--- src/include/div_defs.svh ---
`ifndef DIV_DEFS_SVH
`define DIV_DEFS_SVH

// Operand and result width.
`define DIV_WIDTH 32

// One restoring step per quotient bit.
`define DIV_STAGES 32

// Tag carried alongside each division.
`define DIV_ADDR_WIDTH 8

`define DIV_OP_WIDTH 4

// Any other opcode selects the remainder.
`define DIV_OP_QUOTIENT 4'h1

`endif

--- src/div_pkg.sv ---
`include "div_defs.svh"

package div_pkg;

    typedef logic [`DIV_WIDTH-1:0] operand_t;
    typedef logic [`DIV_ADDR_WIDTH-1:0] addr_t;
    typedef logic [`DIV_OP_WIDTH-1:0] div_op_t;

    // Partial remainder in the upper half, quotient shifts in from the bottom.
    typedef logic [2*`DIV_WIDTH-1:0] work_t;

    typedef struct packed {
        logic valid;
        logic div_zero;
        work_t work;
        operand_t divisor;
        div_op_t op;
        addr_t phys_addr;
        operand_t pc;
    } div_stage_t;

    // One restoring step on the working word.
    function automatic work_t div_step(
        input work_t work,
        input operand_t divisor
    );
        work_t next;
        next = work;
        if (work[2*`DIV_WIDTH-1:`DIV_WIDTH] >= divisor) begin
            next[2*`DIV_WIDTH-1:`DIV_WIDTH] = work[2*`DIV_WIDTH-1:`DIV_WIDTH] - divisor;
            next[0] = 1'b1; // Quotient bit set.
        end else begin
            next[0] = 1'b0; // Restore, no subtraction.
        end
        return next;
    endfunction

endpackage

--- src/div_result_select.sv ---
`timescale 1ns/1ps
`include "div_defs.svh"

module div_result_select (
    input  div_pkg::div_stage_t   stage_out,
    output div_pkg::operand_t     result,
    output logic                  done,
    output logic                  divide_zero_exception,
    output div_pkg::addr_t        phys_addr_out,
    output div_pkg::operand_t     pc_out
);

    div_pkg::work_t final_work;

    // Last of the DIV_STAGES steps, no register after it.
    assign final_work = div_pkg::div_step(stage_out.work, stage_out.divisor);

    always_comb begin
        if (stage_out.div_zero) begin
            // Zero divisor sets every quotient bit, so force zero here.
            result = '0;
        end else if (stage_out.op == `DIV_OP_QUOTIENT) begin
            result = final_work[`DIV_WIDTH-1:0];
        end else begin
            result = final_work[2*`DIV_WIDTH-1:`DIV_WIDTH]; // Remainder.
        end
    end

    assign done = stage_out.valid;

    // Flag is only meaningful alongside done.
    assign divide_zero_exception = stage_out.valid & stage_out.div_zero;

    assign phys_addr_out = stage_out.phys_addr;
    assign pc_out        = stage_out.pc;

endmodule

--- config.mk ---
export PLATFORM = sky130hd
export DESIGN_NAME = div_result_select
export DESIGN_NICKNAME = d
export VERILOG_FILES = /design/src/div_pkg.sv /design/src/div_result_select.sv
export VERILOG_INCLUDE_DIRS = /design/src /design/src/include
export SDC_FILE = /design/constraint.sdc
export NUM_CORES = 1
export LEC_CHECK = 0
export BUFFER_PORTS_ARGS = -buffer_cell sky130_fd_sc_hd__buf_4
export CAP_MARGIN = 10
export CORE_AREA = 2 2 84 86
export DETAILED_ROUTE_END_ITERATION = 10
export DIE_AREA = 0 0 86 88
export GPL_TIMING_DRIVEN = 1
export PLACE_DENSITY = 0.95
export REMOVE_ABC_BUFFERS = 1
export SYNTH_ARGS = -nofsm -noshare
export SYNTH_HDL_FRONTEND = slang
export SYNTH_SLANG_ARGS = --single-unit
--- constraint.sdc ---
create_clock -name vclk -period 11.1
set_input_delay 2.22 -clock vclk [all_inputs]
set_output_delay 2.22 -clock vclk [all_outputs]
set_load 0.01 [all_outputs]
==> results.json, run 1 <==
{
  "slew_violations": 0,
  "ir_drop_mv": 0.0273,
  "crit_top_cell": "buf_4",
  "worst-path-max-fanout": 28,
  "p_per_area_mw_per_mm2": 57.8,
  "min_path_type": "primary input to primary output",
  "run_status": "complete, no violations",
  "port-buffer-count": 135,
  "grt_setup_unrepaired": "no",
  "cp.required_ns": 8.88,
  "grt_max_degree": 52,
  "ys_types": 63,
  "diodes": 0,
  "crit_chain": "buf_4, inv_1, ha_1, fa_1, nand2b_1, a21oi_2, o41a_4, a31oi_4, o21a_4, o211a_1, o21ai_0, a221oi_1, buf_4",
  "fin_nets": 722,
  "dp_slack_ns": 3.41,
  "leakagePower_nw": 1.89,
  "setup_viol": 0,
  "die-width_um": 86,
  "fin_tns_setup_ns": 0,
  "regArea_um2": 0,
  "wire_per_inst_um": 18.1,
  "worst_path_max_delay_cell": "o211a_1",
  "die_h_um": 88,
  "coreArea_mm2": 0.00664,
  "layout_min_cycle_time_ns": 7.72,
  "drt_iter0_markers": 207,
  "ios": 216,
  "cts-resized-gates": 0,
  "design.die.area_mm2": 0.00757,
  "mostFrequentLayoutCells": "buf_4, nand2_1, nor2_1",
  "worst_pin_slew_ns": 1.01,
  "dp_hpwl_mm": 9.08,
  "vias_per_cell": 5.82,
  "rows": 30,
  "criticalPathCategory": "primary input to primary output",
  "route.met2.wl_mm": 4.91,
  "first_pass_iters": 4,
  "min_period_over_period_pct": 69.5,
  "wl_met1_mm": 4.79,
  "drc": 0,
  "yosysWarnings": 0,
  "yosysTopAreaCellShare_pct": 12.7,
  "crit_arrival_ns": 5.50,
  "maxUsedRoutingLayer": "met5",
  "hold_violations": 0,
  "worst_hold_slack_ns": 4.44,
  "n_clock_buffer": 0,
  "grt-ovfl-total": 0,
  "fmax_mhz": 130,
  "ys_seq_area_share_pct": 0,
  "cpPeakStageDelay_ns": 0.85,
  "total_power_w": 0.000223,
  "yosysTopAreaCell": "ha_1",
  "hold_buffers": 0,
  "worstSetupEndpointType": "primary output",
  "area_growth_pct": 22.7,
  "initial_core_util_pct": 47.3,
  "cap_violations": 0,
  "grt_pass1_vias": 3576,
  "synthTopCellsByArea": "ha_1, buf_4, a311oi_2",
  "nFlopsAndLatches": 0,
  "antenna_found_initial": 0,
  "wirelength_mm": 11.3,
  "ant_nets": 0,
  "fin_ws_ns": 3.38,
  "synthCells": 471,
  "final_common_cell": "buf_4",
  "gp_congestion": 0.884,
  "grt.total_usage_pct": 28.1,
  "met3_length_mm": 1.47,
  "slew_headroom_pct": 32.4,
  "grt_pass1_wl_mm": 17.4,
  "num_vias": 3637,
  "startpoint_type": "primary input",
  "drive_above_1_share_pct": 31.6,
  "avgSynthCellArea_um2": 6.67,
  "cts_setup_buffers": 0,
  "synth_area_mm2": 0.00314
}
-- Yosys cell counts, types with 9 or more instances --
cell	instances
nor2_1	42
inv_1	39
nand3_1	9
xnor2_1	18
clkbuf_1	13
a21oi_1	38
nand2_1	69
a21o_1	11
o21ai_0	20
a311oi_2	18
buf_4	41
ha_1	32
-- worst max-delay path, delay by kind of cell --
kind | cells | cell delay, ns
AOI/OAI and AO/OA | 7 | 2.38
adders and majority gates | 2 | 0.37
buffers and inverters | 3 | 0.34
and+or+nand+nor | 1 | 0.18
-- worst paths after layout --
| check | from | endpoint | cells past startpoint |
|---|---|---|---|
| worst max-delay path | stage_out[108] | result[30] | 13 |
| worst min-delay path | stage_out[25] | pc_out[25] | 0 |
-- power by group --
part | switching (W) | internal, W | total, W
combinational | 0.000116 | 0.000106 | 0.000223
clock | 0 | 0 | 0
sequential | 0 | 0 | 0
-- area by class of cell --
class / count / area (um^2)
tap: 80 / 100
fill: 651 / 2790
multi-input combinational: 369 / 2580
inverter: 39 / 146
timing repair buffer: 137 / 1030
-- layer usage --
metal  vias up  global-route usage, %
met5         -                   13.0
met4         2                   2.60
met3         8                   14.1
li1       1790                      -
met1      1653                   35.4
met2       184                   43.6
-- logic make-up after synthesis --
family	after synthesis	share of synthesized area, %
AND/OR/NAND/NOR	162	23.7
AO/OA/AOI/OAI	149	37.8
buffers and inverters	102	18.0
adder cells (fa/ha/maj)	33	13.4
XOR/XNOR	23	6.41
multiplexers	2	0.717
-- stage by stage --
step | cell area [um^2] | std cells | util [%]
final | 3850 | 625 | 58.0
after global routing | 3850 | 625 | 58.0
after CTS | 3850 | 625 | 58.0
after detailed placement | 3850 | 625 | 58.0
after global placement | 3850 | 625 | 58.0
after floorplan | 2720 | 408 | -
Note: power is estimated with default switching activity, not from simulation.
==> run 2, diff against run 1 <==
--- a/config.mk
+++ b/config.mk
@@ -6,13 +6,14 @@
 export SDC_FILE = /design/constraint.sdc
 export NUM_CORES = 1
 export LEC_CHECK = 0
+export ABC_AREA = 1
 export BUFFER_PORTS_ARGS = -buffer_cell sky130_fd_sc_hd__buf_4
 export CAP_MARGIN = 10
-export CORE_AREA = 2 2 84 86
+export CORE_MARGIN = 1
+export CORE_UTILIZATION = 44
 export DETAILED_ROUTE_END_ITERATION = 10
-export DIE_AREA = 0 0 86 88
 export GPL_TIMING_DRIVEN = 1
-export PLACE_DENSITY = 0.95
+export PLACE_DENSITY = 0.92
 export REMOVE_ABC_BUFFERS = 1
 export SYNTH_ARGS = -nofsm -noshare
 export SYNTH_HDL_FRONTEND = slang
==> constraint.sdc (replaced) <==
create_clock -name vclk -period 6.8
set_input_delay 1.36 -clock vclk [all_inputs]
set_output_delay 1.36 -clock vclk [all_outputs]
set_load 0.01 [all_outputs]
==> results.json, run 2 <==
{
  "slew_violations": 0,
  "cap_violations": 0,
  "final_area_mm2": 0.00490,
  "nFlopsAndLatches": 0,
  "yosysTopAreaCellShare_pct": 23.9,
  "hold_violations": 0,
  "worst_path_max_delay_cell": "fa_1",
  "wirelength_mm": 13.6,
  "drive_above_1_share_pct": 23.3,
  "drt_iter0_markers": 299,
  "run_status": "complete, no violations",
  "cpPeakStageDelay_ns": 0.42,
  "initial_core_util_pct": 45.2,
  "coreArea_mm2": 0.00920,
  "fin_tns_setup_ns": 0,
  "synth.most_common_cell": "nand2_1",
  "port-buffer-count": 135,
  "area_growth_pct": 17.9,
  "ios": 216,
  "synthCells": 810,
  "avgSynthCellArea_um2": 5.13,
  "grt_max_degree": 65,
  "regArea_um2": 0,
  "synth_common_cells": "nand2_1, inv_1, nor2_1, nand3_1, buf_4",
  "worstSetupEndpointType": "primary output",
  "postPlaceCellArea_mm2": 0.00490,
  "fin_cells": 999,
  "crit_chain": "buf_4, ha_1, fa_1, inv_1, nand2_1, nand2_1, nand3b_1, nand2_2, nand2_2, nand3_2, nand2_4, nand2_8, inv_2, nor2_1, nor2_1, nor2_1, buf_4",
  "min_period_over_period_pct": 78.0,
  "die_h_um": 99.2,
  "synthTopCellsByArea": "nand2_1, inv_1, ha_1",
  "setup_viol": 0,
  "slew_headroom_pct": 42.8,
  "synth_compound_area_share_pct": 11.5,
  "ys_seq_area_share_pct": 0,
  "ir_drop_mv": 0.0394,
  "startpoint_type": "primary input",
  "hold_buffers": 0,
  "min_path_type": "primary input to primary output",
  "ant_nets": 0,
  "p_per_area_mw_per_mm2": 87.4,
  "wire_per_inst_um": 13.6,
  "grt_pass1_wl_mm": 21.1,
  "die-width_um": 99.2,
  "grt-ovfl-total": 0,
  "rows": 35,
  "num_vias": 4966,
  "grt_pass1_vias": 4386,
  "leakagePower_nw": 3.12,
  "synth_fa_ha_area_share_pct": 10.1,
  "layout_min_cycle_time_ns": 5.30,
  "yosysWarnings": 0,
  "criticalPathCategory": "primary input to primary output",
  "yosysTopAreaCell": "nand2_1",
  "ys_types": 34,
  "cts-resized-gates": 0,
  "grt.total_usage_pct": 26.7,
  "n_clock_buffer": 0,
  "crit_top_cell": "nor2_1",
  "drc": 0,
  "worst_pin_slew_ns": 0.857,
  "synthMuxAreaShare_pct": 0,
  "fmax_mhz": 189,
  "first_pass_iters": 5,
  "antenna_found_initial": 0,
  "synth_xor_area_share_pct": 2.32,
  "synth_top_family_by_area": "simple AND/OR/NAND/NOR gates",
  "synthSimpleGateAreaFrac_pct": 50.1,
  "synth_area_mm2": 0.00415,
  "crit_arrival_ns": 3.94,
  "critPathTopFamily": "simple AND/OR/NAND/NOR gates",
  "vias_per_cell": 4.97,
  "cts_setup_buffers": 0,
  "crit_buf_inv": 4,
  "design.die.area_mm2": 0.00983,
  "final_common_cell": "nand2_1",
  "worst-path-max-fanout": 32,
  "gp_congestion": 0.944,
  "diodes": 0,
  "mostFrequentLayoutCells": "nand2_1, inv_1, buf_4",
  "grt_setup_unrepaired": "no",
  "fin_nets": 1065,
  "dp.cells": 999,
  "cp.required_ns": 5.44,
  "fin_util_pct": 53.2,
  "dp_hpwl_mm": 11.2
}
==> run 2: area by class of cell <==
type	instances	area, um^2
fill	1017	4300
multi-input combinational	576	3080
timing repair buffer	136	1020
inverter	176	661
tap	111	139
==> run 2: metal layers <==
layer / part of all wire [%] / track usage, %
met4: 1.5 / 3.85
met1: 48 / 37.3
met2: 41 / 41.3
met5: 0 / 5.64
met3: 9.4 / 7.38
==> run 2: path summary, 6_finish.rpt <==
kind	from	to	slack (ns)	cells after the start
hold / removal	stage_out[13]	pc_out[13]	2.72	0
setup / recovery	stage_out[44]	result[8]	1.50	17
==> run 2: report_power, final <==
part	internal [W]	switching [W]	leakage [nW]
registers	0	0	0
logic	0.000180	0.000248	3.12
clock network	0	0	0
==> run 2: metrics by stage <==
| stage | hold slack (ns) | setup slack [ns] | power (W) |
|---|---|---|---|
| 6_report | 2.72 | 1.50 | 0.000428 |
| 5_1_grt | 2.72 | 1.36 | 0.000476 |
| 4_1_cts | 2.72 | 1.53 | 0.000426 |
| 3_5_place_dp | 2.72 | 1.54 | 0.000424 |
| 3_3_place_gp | 2.72 | 1.60 | 0.000418 |
| 2_1_floorplan | 2.72 | 2.20 | 0.000279 |
==> run 2: logic make-up after synthesis <==
kind of cell	count (synthesis)
buffers and inverters	234
and+or+nand+nor	456
adders and majority gates	33
AOI/OAI and AO/OA	76
xor gates and xnor gates	11
==> run 3, diff against run 2 <==
==> constraint.sdc (replaced) <==
create_clock -name vclk -period 4.7
set_input_delay 0.94 -clock vclk [all_inputs]
set_output_delay 0.94 -clock vclk [all_outputs]
set_load 0.01 [all_outputs]
==> results.json, run 3 (synthesis gave the netlist of run 2 again) <==
{
  "run_status": "complete, no violations",
  "cap_violations": 0,
  "grt.total_usage_pct": 26.6,
  "dp_hpwl_mm": 11.2,
  "rows": 35,
  "min_period_over_period_pct": 86.9,
  "diodes": 0,
  "combPwrFrac_pct": 100.0,
  "wire_per_inst_um": 13.4,
  "cts_setup_buffers": 0,
  "fin_tns_setup_ns": 0,
  "num_vias": 4981,
  "min_path_type": "primary input to primary output",
  "switching_power_w": 0.000357,
  "pwr-share-clk_pct": 0,
  "dp_slack_ns": 0.610,
  "gp_congestion": 0.917,
  "slew_headroom_pct": 42.7,
  "ant_nets": 0,
  "grt_pass1_wl_mm": 21.0,
  "die-width_um": 99.2,
  "total_power_w": 0.000620,
  "worst_hold_slack_ns": 1.88,
  "leakagePower_nw": 3.13,
  "ir_drop_mv": 0.0521,
  "initial_core_util_pct": 45.2,
  "postPlaceCellArea_mm2": 0.00492,
  "antenna_found_initial": 0,
  "hold_buffers": 0,
  "layout_min_cycle_time_ns": 4.08,
  "p_int_w": 0.000263,
  "drt_iter0_markers": 308,
  "worst_pin_slew_ns": 0.858,
  "wirelength_mm": 13.4,
  "fmax_mhz": 245,
  "die_h_um": 99.2,
  "seq_power_share_pct": 0,
  "hold_violations": 0,
  "fin_ws_ns": 0.617,
  "startpoint_type": "primary input",
  "grt_setup_unrepaired": "no",
  "criticalPathCategory": "primary input to primary output",
  "coreArea_mm2": 0.00920,
  "p_per_area_mw_per_mm2": 126,
  "drive_above_1_share_pct": 23.6,
  "worst-path-max-fanout": 31,
  "first_pass_iters": 5,
  "regArea_um2": 0,
  "design.die.area_mm2": 0.00983,
  "drc": 0,
  "fin_nets": 1068,
  "cts-resized-gates": 0,
  "grt-ovfl-total": 0,
  "grt_pass1_vias": 4376,
  "cp.required_ns": 3.76,
  "fill_cells": 968,
  "slew_violations": 0,
  "setup_viol": 0,
  "area_growth_pct": 18.4,
  "final_common_cell": "nand2_1",
  "nFlopsAndLatches": 0,
  "final_area_mm2": 0.00492,
  "worstSetupEndpointType": "primary output",
  "crit_arrival_ns": 3.14,
  "grt_max_degree": 65,
  "mostFrequentLayoutCells": "nand2_1, inv_1, buf_4",
  "n_clock_buffer": 0,
  "port-buffer-count": 135,
  "ios": 216,
  "p_sw_share_pct": 57.6,
  "vias_per_cell": 4.97
}
run 3: critical path: stages:
cell,delay (ns)
buf_4,0.11
ha_1,0.22
fa_1,0.41
inv_1,0.12
nand2_1,0.08
nand2_1,0.06
nand3b_1,0.10
nand2_2,0.12
nand2_2,0.07
nand3_2,0.08
nand2_4,0.07
buf_4,0.25
nand3_1,0.11
nand2_1,0.06
nor2_1,0.13
nor2_1,0.05
buf_4,0.15
run 3: power groups by stage:
stage / sequential (W) / clock [W] / combinational, W
finish: 0 / 0 / 0.000620
global route: 0 / 0 / 0.000693
CTS: 0 / 0 / 0.000619
detailed placement: 0 / 0 / 0.000616
global placement: 0 / 0 / 0.000609
floorplan: 0 / 0 / 0.000403
run 3: routing by layer:
layer / GRT usage (%) / share of wire [%]
met5: 5.64 / 0
met4: 2.83 / 1.2
met3: 7.52 / 10
met2: 40.6 / 41
met1: 37.8 / 47
run 3: area by class of cell:
type                       instances  area, um^2  share of cell area [%]
multi-input combinational        576        3080                    62.5
timing repair buffer             139        1040                    21.2
inverter                         176         661                    13.4
tap                              111         139                    2.82
run 3: path summary, 6_finish.rpt:
path / startpoint / endpoint / slack [ns] / cells past startpoint
worst min-delay path: stage_out[13] / pc_out[13] / 1.88 / 0
worst max-delay path: stage_out[44] / result[8] / 0.62 / 17
run 3: per-stage QoR:
stage	util, %	instances
finish	53.5	1002
global route	53.5	1002
CTS	53.5	1002
detailed placement	53.5	1002
global placement	53.5	1002
floorplan	-	752
