==> config.mk <==
export PLATFORM = sky130hd
export DESIGN_NAME = div_issue
export DESIGN_NICKNAME = d
export VERILOG_FILES = /design/src/div_pkg.sv /design/src/div_issue.sv
export VERILOG_INCLUDE_DIRS = /design/src /design/src/include
export SDC_FILE = /design/constraint.sdc
export NUM_CORES = 1
export LEC_CHECK = 0
export BUFFER_PORTS_ARGS = -buffer_cell sky130_fd_sc_hd__clkbuf_2
export CAP_MARGIN = 25
export CORE_MARGIN = 3
export CORE_UTILIZATION = 38
export CTS_CLUSTER_SIZE = 40
export DETAILED_ROUTE_END_ITERATION = 8
export GPL_TIMING_DRIVEN = 0
export PLACE_DENSITY = 0.76
export SYNTH_ARGS = -nofsm -noshare
export SYNTH_HDL_FRONTEND = slang
export SYNTH_SLANG_ARGS = --single-unit
export TNS_END_PERCENT = 50
==> constraint.sdc <==
create_clock -name clk -period 1.25 [get_ports clk]
set_input_delay 0.25 -clock clk [delete_from_list [all_inputs] [get_ports clk]]
set_output_delay 0.25 -clock clk [all_outputs]
set_load 0.005 [all_outputs]
==> src/include/div_defs.svh <==
`ifndef DIV_DEFS_SVH
`define DIV_DEFS_SVH

// Operand and result width.
`define DIV_WIDTH 32

// One restoring step per quotient bit.
`define DIV_STAGES 32

// Tag carried alongside each division.
`define DIV_ADDR_WIDTH 8

`define DIV_OP_WIDTH 4

// Any other opcode selects the remainder.
`define DIV_OP_QUOTIENT 4'h1

`endif

==> src/div_pkg.sv <==
`include "div_defs.svh"

package div_pkg;

    typedef logic [`DIV_WIDTH-1:0] operand_t;
    typedef logic [`DIV_ADDR_WIDTH-1:0] addr_t;
    typedef logic [`DIV_OP_WIDTH-1:0] div_op_t;

    // Partial remainder in the upper half, quotient shifts in from the bottom.
    typedef logic [2*`DIV_WIDTH-1:0] work_t;

    typedef struct packed {
        logic valid;
        logic div_zero;
        work_t work;
        operand_t divisor;
        div_op_t op;
        addr_t phys_addr;
        operand_t pc;
    } div_stage_t;

    // One restoring step on the working word.
    function automatic work_t div_step(
        input work_t work,
        input operand_t divisor
    );
        work_t next;
        next = work;
        if (work[2*`DIV_WIDTH-1:`DIV_WIDTH] >= divisor) begin
            next[2*`DIV_WIDTH-1:`DIV_WIDTH] = work[2*`DIV_WIDTH-1:`DIV_WIDTH] - divisor;
            next[0] = 1'b1; // Quotient bit set.
        end else begin
            next[0] = 1'b0; // Restore, no subtraction.
        end
        return next;
    endfunction

endpackage

==> src/div_issue.sv <==
`timescale 1ns/1ps
`include "div_defs.svh"

module div_issue (
    input  logic                  clk,
    input  logic                  reset,
    input  logic                  start,
    input  div_pkg::operand_t     dividend,
    input  div_pkg::operand_t     divisor,
    input  div_pkg::addr_t        phys_addr,
    input  div_pkg::operand_t     pc,
    input  div_pkg::div_op_t      op,
    output div_pkg::div_stage_t   stage_in
);

    logic divisor_zero;
    div_pkg::work_t first_work;

    assign divisor_zero = (divisor == '0);

    // Dividend enters pre-shifted so the first step sees its top bit.
    always_comb begin
        if (divisor_zero) begin
            first_work = '0;
        end else begin
            first_work = {{(`DIV_WIDTH-1){1'b0}}, dividend, 1'b0};
        end
    end

    always_ff @(posedge clk) begin
        if (reset) begin
            stage_in.valid <= 1'b0;
        end else begin
            stage_in.valid <= start;
        end
    end

    // Payload only moves when an operation is issued.
    always_ff @(posedge clk) begin
        if (start) begin
            stage_in.div_zero  <= divisor_zero;
            stage_in.work      <= first_work;
            stage_in.divisor   <= divisor;
            stage_in.op        <= op;
            stage_in.phys_addr <= phys_addr; // Tag rides along.
            stage_in.pc        <= pc;
        end
    end

endmodule

==> results by group, run 1 <==
STA
  – Worst setup margin: 0.0599 ns
  – RSZ-0062 raised after global routing: no
  – Slew Viols, Final: 0
  – Fin crit share: 0.952
  – Final TNS setup: 0 ns
  – Peak Freq: 0.840 GHz
  – Period minus WS final: 1.19 ns
  – Headroom to the max-slew limit: 0.619
  – Final hold violation count: 0
  – Final setup violating endpoints: 0
  – Slew @ Worst Pin: 0.572 ns

Floorplan
  – Height of the die: 108 um
  – Starting density of the core: 0.397
  – Ports: 253
  – Full die area: between 0.01 and 0.015 mm^2
  – Core Region: 0.00991 mm^2
  – Core Rows: 36
  – Die Span X: approximately 110 um

Pwr
  – P_leak: around 2.5 nW
  – Peak VDD IR: 0.524 mV
  – Pwr/cell area: about 1300 mW/mm^2
  – Net Sw Frac: 0.225
  – Seq pwr share: 0.625
  – Sw Pwr: 1.60 mW
  – Tot Pwr: ~7.1 mW
  – Pint: between 5 and 6 mW
  – Comb power frac: 0.104
  – Clock share of power: 0.272

GRT
  – Largest net degree at the start of global routing: 73
  – Vias in the first global route: 2,609
  – Gr ovfl total: 0
  – GRT Overall Usage: 0.154
  – First-pass GRT wire length: 13.2 mm
  – Initial antenna violation count: 0

Setup path
  – Worst-path maximum fanout: 10
  – Required time of the critical path: ~1.4 ns
  – Bufs and invs on worst path: 2
  – CP delay by family, top: simple AND/OR/NAND/NOR gates
  – Critical Path, Cell by Cell: clkbuf_2 > nor4_2 > and4_4 > buf_4 > a21boi_1
  – Arrival time at the worst endpoint: between 1 and 1.5 ns
  – WS Path Type: in -> reg
  – Startpoint Class: input port
  – Crit path max-delay cell type: nor4_2
  – CP endpoint kind: register
  – Crit-path max cell delay: 0.34 ns

Drt
  – Initial drt markers: 81
  – Vias per cell: 4.31
  – Total Wirelength: 9.35 mm
  – Total vias in the final route: 2,562
  – DRC Markers: 0
  – Routed Antenna Nets: 0
  – DR WL/cell: about 16 um
  – First-pass iteration count of the detailed router: 4

Placed design
  – Setup Slack @ Placement: -0.450 ns
  – Placed cell area: around 0.0053 mm^2
  – PortBufs: 220
  – Gpl congestion: 0.813
  – Dpl hpwl: 7.30 mm

Finish
  – Area grow syn2layout: 40.9%
  – Most common cell after layout, fill and taps aside: clkbuf_2
  – Largest reg by FF count: stage_in
  – Layout cells sized above 1: 0.613
  – Final Net Count: 568
  – Number of flip-flops in the largest register: 110
  – Diodes inserted: 0
  – Commonest non-fill, non-tap cells in the layout: 219 x clkbuf_2, 109 x edfxtp_1, 36 x buf_4
  – Largest regs: stage_in (110)
  – Fill count: 832
  – Final Instance Area: 0.00554 mm^2

Clocking
  – Clock sinks: 110
  – CTS tree: built
  – Cts bufs inserted: 9
  – H-tree levels: 3
  – Worst-path clk slew: 0.10 ns
  – Maximum root-to-sink buffer count: 2
  – Clock Tree Root: clkbuf_8

Worst hold path
  – Hold WC Path Type: in -> reg

Status
  – Status: finished, final reports clean

Synthesis
  – Post-synthesis cell area: just under 0.004 mm^2
  – Synth Instances: 193
  – Syn_area_per_cell: 20.4 um^2
  – Post-synthesis register bit count: 110
  – Ys Warns: 0
  – Post-synthesis sequential area ratio: 0.837
  – Netlist cell types: 12

Job
  – # Max-Cap Violations: 0
[stage by stage]
step | hold WS (ns) | instances | utilization
4_1_cts | 0.0111 | 594 | 0.558
3_5_place_dp | 0.415 | 578 | 0.540
6_report | 0.0330 | 595 | 0.559
3_3_place_gp | 0.410 | 577 | 0.537
2_1_floorplan | 0.322 | 224 | -
5_1_grt | 0.0128 | 595 | 0.559
[what timing repair did]
item / 4_1_cts / 5_1_grt
pin swaps: 0 / 1
hold endpoints to repair: 0 / 0
setup buffers: 0 / 1
hold buffers: 0 / 0
gates cloned: 0 / 0
endpoints found under the setup margin: 19 / 10
gates resized for setup: 1 / 1
[synth_stat cells]
library cell | count | area share
edfxtp_1 | 109 | 0.83
buf_4 | 35 | 0.067
a21boi_1 | 18 | 0.034
a21boi_0 | 10 | 0.019
nor4_1 | 8 | 0.013
a21boi_2 | 4 | 0.011
buf_6 | 3 | 0.0086
and4_4 | 2 | 0.0057
and2_2 | 1 | 0.0019
conb_1 | 1 | 0.00095
dfxtp_1 | 1 | 0.0051
nor2b_1 | 1 | 0.0016
[final timing paths]
| path | start | to | slack (ns) | cells past startpoint |
|---|---|---|---|---|
| hold / removal | reset | stage_in[141] | 0.03 | 2 |
| setup / recovery | divisor[27] | stage_in[102] | 0.06 | 5 |
[cell type report]
| cell class | count | area, um^2 | share of cell area |
|---|---|---|---|
| sequential | 110 | 3290 | 0.594 |
| timing repair buffer | 222 | 1140 | 0.205 |
| multi-input combinational | 76 | 474 | 0.0855 |
| buffer | 38 | 297 | 0.0535 |
| tap | 133 | 166 | 0.0300 |
| clock buffer | 11 | 131 | 0.0237 |
| clock inverter | 5 | 43.8 | 0.00790 |
[routing by layer]
layer	share of wire	vias to the layer above	GRT usage
li1	-	1209	-
met1	0.35	1197	0.158
met2	0.53	145	0.282
met3	0.10	11	0.0510
met4	0.016	0	0.0703
met5	0	-	0
[power groups by stage]
stage               Sequential [mW]  Clock (mW)  Combinational [mW]
floorplan                      4.57           0               0.137
global placement               4.53           0               0.714
detailed placement             4.53           0               0.742
CTS                            4.45        1.99               0.746
global route                   4.47        2.15               0.811
finish                         4.44        1.93               0.739
[logic make-up (layout without fill, tap and decap cells)]
group	Yosys count	in the layout	synth area share
buf+inv	38	276	0.0754
compound gates	32	32	0.0649
flops	110	110	0.837
simple gates	12	12	0.0219
other cells	1	32	0.000953
Note: power is estimated with default switching activity, not from simulation.
==> inputs of run 2 (changes only) <==
Settings changed: SETUP_SLACK_MARGIN set to 0.1.
==> run 2 against run 1 <==
Sequential power barely moved. Total power increased by 0.98%. Sequential cell count unchanged. Global-route usage up 0.56 points. Sequential share of layout area fell by 1.1 points.
==> results by group, run 2 (same netlist as run 1, synthesis figures left out) <==
Clocking
  – CTS Hold Bufs: 0
  – Maximum root-to-sink buffer count: 2
  – Clock Tree Root: clkbuf_8
  – Setup bufs post-CTS: 0
  – Worst-path clk slew: 0.10 ns
  – Clock sinks: 110
  – Cts bufs inserted: 9
  – H-tree levels: 3
  – CTS tree: built

Drt
  – Vias per cell: 4.38
  – Routed Antenna Nets: 0
  – First-pass iteration count of the detailed router: 4
  – DR WL/cell: 16.0 um
  – Total vias in the final route: 2,604
  – DRC Markers: 0
  – Initial drt markers: ~110
  – Total Wirelength: 9.49 mm

GRT
  – Vias in the first global route: between 2k and 3k
  – Initial antenna violation count: 0
  – GRT Overall Usage: 0.160
  – Largest net degree at the start of global routing: 73
  – Gr ovfl total: 0
  – First-pass GRT wire length: 13.8 mm

Finish
  – Largest reg by FF count: stage_in
  – Layout cells sized above 1: 0.627
  – Diodes inserted: 0
  – Area grow syn2layout: 43.5%
  – Largest regs: stage_in (110)
  – Final Net Count: 567
  – Commonest non-fill, non-tap cells in the layout: 218 x clkbuf_2, 109 x edfxtp_1, 33 x buf_4
  – Most common cell after layout, fill and taps aside: clkbuf_2
  – Final Instance Area: about 0.0056 mm^2
  – Number of flip-flops in the largest register: 110

Placed design
  – PortBufs: 220
  – Placed cell area: 0.00546 mm^2
  – Gpl congestion: around 0.70
  – Dpl hpwl: 7.71 mm

Status
  – Status: finished, final reports clean

Worst hold path
  – WHS Path Cells: 2
  – Hold Path Sink: stage_in[141]
  – Hold Startpoint: reset
  – Hold WC Path Type: in -> reg

STA
  – Fin crit share: 0.923
  – Final hold violation count: 0
  – Final setup violating endpoints: 0
  – Peak Freq: between 0.8 and 0.9 GHz
  – Slew Viols, Final: 0
  – Slew @ Worst Pin: around 0.52 ns
  – RSZ-0062 raised after global routing: yes
  – Period minus WS final: 1.15 ns
  – Min Hold Slack: about 0.044 ns
  – Headroom to the max-slew limit: 0.652

Floorplan
  – Height of the die: about 110 um
  – Core Rows: 36
  – Ports: 253
  – Starting density of the core: 0.397
  – Full die area: about 0.012 mm^2
  – Die Span X: 108 um
  – Core Region: around 0.0099 mm^2

Setup path
  – CP endpoint kind: primary output
  – Startpoint Class: register
  – Worst path depth: 1
  – Required time of the critical path: 1.00 ns
  – Critical Path, Cell by Cell: clkbuf_2
  – WS Path Type: reg -> out
  – Arrival time at the worst endpoint: 0.90 ns
  – Crit path max-delay cell type: edfxtp_1
  – CP delay by family, top: flip-flops
  – Bufs and invs on worst path: 1
  – Worst-path maximum fanout: 1
  – Crit-path max cell delay: 0.40 ns

Pwr
  – Peak VDD IR: 0.516 mV
  – Pwr/cell area: between 1000 and 1500 mW/mm^2
  – P_leak: 2.53 nW

Job
  – # Max-Cap Violations: 0
## run 2: cell count changes in the layout (fill, tap and decap cells not counted), sizes merged
cell,before,now
buf,40,41
clkbuf,231,228
inv,1,2
## run 2: final cells by class
type                    count  area [um^2]
plain buffers              38          308
clock buffers              10          128
clock inverters             6         55.1
fillers                   814         4260
multi-input cells          76          564
flip-flops and latches    110         3290
well taps                 133          166
repair buffers            221         1130
## run 2: per-layer routing
metal	wire, um	global-route usage
met5	0	0
met4	252	0.0703
met1	3140	0.162
met2	5160	0.298
met3	931	0.0498
## run 2: how the worst max path moves through the flow
| stage | startpoint | to | slack, ns |
|---|---|---|---|
| 2_1_floorplan | divisor[26] | stage_in[101] | 0.03 |
| 3_3_place_gp | start | stage_in[7] | -1.30 |
| 5_1_grt | stage_in[12] | stage_in[12] | 0.04 |
| 6_report | stage_in[6] | stage_in[6] | 0.1 |
| 4_1_cts | stage_in[12] | stage_in[12] | 0.06 |
| 3_5_place_dp | divisor[19] | stage_in[103] | -0.29 |
## run 2: where the power goes
part | internal [mW] | switching, mW
clock | 0.761 | 1.20
sequential | 4.37 | 0.0794
combinational | 0.409 | 0.363
## run 2: through the flow
stage | instances | power (mW) | setup TNS, ns | utilization | setup slack [ns]
final | 594 | 7.19 | 0 | 0.570 | 0.0965
after global routing | 594 | 7.52 | 0 | 0.570 | 0.0382
after CTS | 594 | 7.29 | 0 | 0.570 | 0.0635
after detailed placement | 578 | 5.32 | -25.87 | 0.551 | -0.289
after global placement | 577 | 5.29 | -149.24 | 0.548 | -1.30
after floorplan | 224 | 4.72 | 0 | - | 0.0251
## run 2: timing repair
item | 4_1_cts | 5_1_grt
gates resized for setup | 0 | 2
hold endpoints to repair | 0 | 0
endpoints found under the setup margin | 30 | 125
==> inputs of run 3 (changes only) <==
Settings changed: PLACE_DENSITY 0.76 to 0.78.
==> run 3 against run 2 <==
Clock power barely moved. Global-route usage is 0.67 points lower. Critical path depth unchanged. Die area unchanged. Largest cell class unchanged. Maximum frequency down 0.97%. Worst setup slack worse by 0.011 ns. Combinational power barely moved. Sequential power hardly changed. Highest routed layer unchanged.
==> results by group, run 3 (same netlist as run 1, synthesis figures left out) <==
Finish
  – Final Net Count: 568
  – Layout cells sized above 1: 0.628
  – Most common cell after layout, fill and taps aside: clkbuf_2
  – Largest regs: stage_in (110)
  – Fin util: 0.573
  – Diodes inserted: 0
  – Area grow syn2layout: 44.4%
  – Largest reg by FF count: stage_in
  – Number of flip-flops in the largest register: 110
  – Commonest non-fill, non-tap cells in the layout: 218 x clkbuf_2, 109 x edfxtp_1, 33 x buf_4

STA
  – Slew @ Worst Pin: 0.586 ns
  – Min Hold Slack: 0.0402 ns
  – Final setup violating endpoints: 0
  – Peak Freq: 0.859 GHz
  – RSZ-0062 raised after global routing: yes
  – Fin crit share: 0.932
  – Period minus WS final: 1.16 ns
  – Final hold violation count: 0
  – Headroom to the max-slew limit: 0.609
  – Slew Viols, Final: 0
  – Worst setup margin: 0.0852 ns

Setup path
  – Arrival time at the worst endpoint: ~0.9 ns
  – WS Path Type: reg -> out
  – Critical Path, Cell by Cell: clkbuf_2
  – Startpoint Class: register
  – CP delay by family, top: flip-flops
  – Crit path max-delay cell type: edfxtp_1
  – CP endpoint kind: primary output
  – Crit-path max cell delay: 0.42 ns
  – Critical path capture point: stage_in[18]
  – Bufs and invs on worst path: 1
  – Worst path depth: 1
  – Crit path launch: stage_in[18]
  – Worst-path maximum fanout: 1
  – Required time of the critical path: 1.00 ns

Floorplan
  – Full die area: 0.0116 mm^2
  – Starting density of the core: 0.397
  – Core Region: 0.00991 mm^2
  – Height of the die: 108 um
  – Ports: about 250
  – Core Rows: 36
  – Die Span X: 108 um

Clocking
  – H-tree levels: 3
  – CTS tree: built
  – Maximum root-to-sink buffer count: 2
  – Cts bufs inserted: 9
  – Clock sinks: 110
  – CTS Hold Bufs: 0
  – Worst-path clk slew: 0.10 ns
  – Clock Tree Root: clkbuf_8
  – Setup bufs post-CTS: 0

GRT
  – Initial antenna violation count: 0
  – Largest net degree at the start of global routing: 69
  – Vias in the first global route: 2,543
  – First-pass GRT wire length: 13.3 mm
  – Gr ovfl total: 0
  – GRT Overall Usage: 0.153

Worst hold path
  – Hold WC Path Type: in -> reg

Drt
  – Routed Antenna Nets: 0
  – Total Wirelength: 9.40 mm
  – DR WL/cell: 15.8 um
  – Vias per cell: between 4 and 5
  – Initial drt markers: 125
  – Total vias in the final route: 2,575
  – First-pass iteration count of the detailed router: 4
  – DRC Markers: 0

Pwr
  – Seq pwr share: 0.618
  – P_leak: 2.54 nW
  – Pwr/cell area: approximately 1300 mW/mm^2
  – Sw Pwr: 1.65 mW
  – Net Sw Frac: 0.229
  – Tot Pwr: 7.19 mW
  – Clock share of power: 0.274
  – Peak VDD IR: approximately 0.52 mV
  – Pint: 5.54 mW
  – Comb power frac: 0.108

Job
  – # Max-Cap Violations: 0

Placed design
  – PortBufs: 220
  – Gpl congestion: between 0.6 and 0.7
  – Dpl hpwl: 7.48 mm
  – Setup Slack @ Placement: -0.284 ns

Status
  – Status: finished, final reports clean
run 3: cell types whose count changed in the layout (fill, tap and decap cells not counted):
cell       before  now
clkbuf_16       0    1
buf_6           6    5
buf_8           0    1
nor4_2          2    1
nor4_4          6    7
run 3: cell type report:
type                    count  area [um^2]
repair buffers            222         1160
well taps                 133          166
clock buffers              10          128
flip-flops and latches    110         3290
multi-input cells          76          573
fillers                   799         4230
clock inverters             6         55.1
plain buffers              38          312
run 3: timing repair:
action,CTS,global route
gates resized for setup,0,4
pin swaps,0,1
gates cloned,0,1
hold endpoints to repair,0,0
endpoints found under the setup margin,18,150
run 3: worst min path at each step:
| stage | from | end | depth (start not counted) |
|---|---|---|---|
| floorplan | reset | stage_in[141] | 1 |
| global placement | reset | stage_in[141] | 2 |
| detailed placement | reset | stage_in[141] | 2 |
| CTS | reset | stage_in[141] | 2 |
| global route | reset | stage_in[141] | 2 |
| finish | reset | stage_in[141] | 2 |
run 3: per-stage QoR:
| stage | cell area, um^2 | cells | setup TNS [ns] |
|---|---|---|---|
| detailed placement | 5460 | 578 | -26.22 |
| finish | 5680 | 595 | 0 |
| floorplan | 4170 | 224 | 0 |
| global placement | 5430 | 577 | -147.91 |
| global route | 5680 | 595 | 0 |
| CTS | 5650 | 594 | 0 |
run 3: power groups by stage:
| stage | combinational [mW] | sequential, mW | clock, mW |
|---|---|---|---|
| 3_5_place_dp | 0.779 | 4.54 | 0 |
| 3_3_place_gp | 0.752 | 4.53 | 0 |
| 2_1_floorplan | 0.147 | 4.57 | 0 |
| 5_1_grt | 0.851 | 4.47 | 2.18 |
| 4_1_cts | 0.781 | 4.45 | 2.06 |
| 6_report | 0.773 | 4.45 | 1.97 |
run 3: routing by layer:
layer  part of all wire  up-vias  track usage  wire, um
li1                   -     1210            -         -
met1               0.34     1196        0.159      3200
met2               0.52      156        0.282      4920
met3               0.12       13       0.0600      1100
met4              0.019        0       0.0487       179
met5                  0        -            0         0
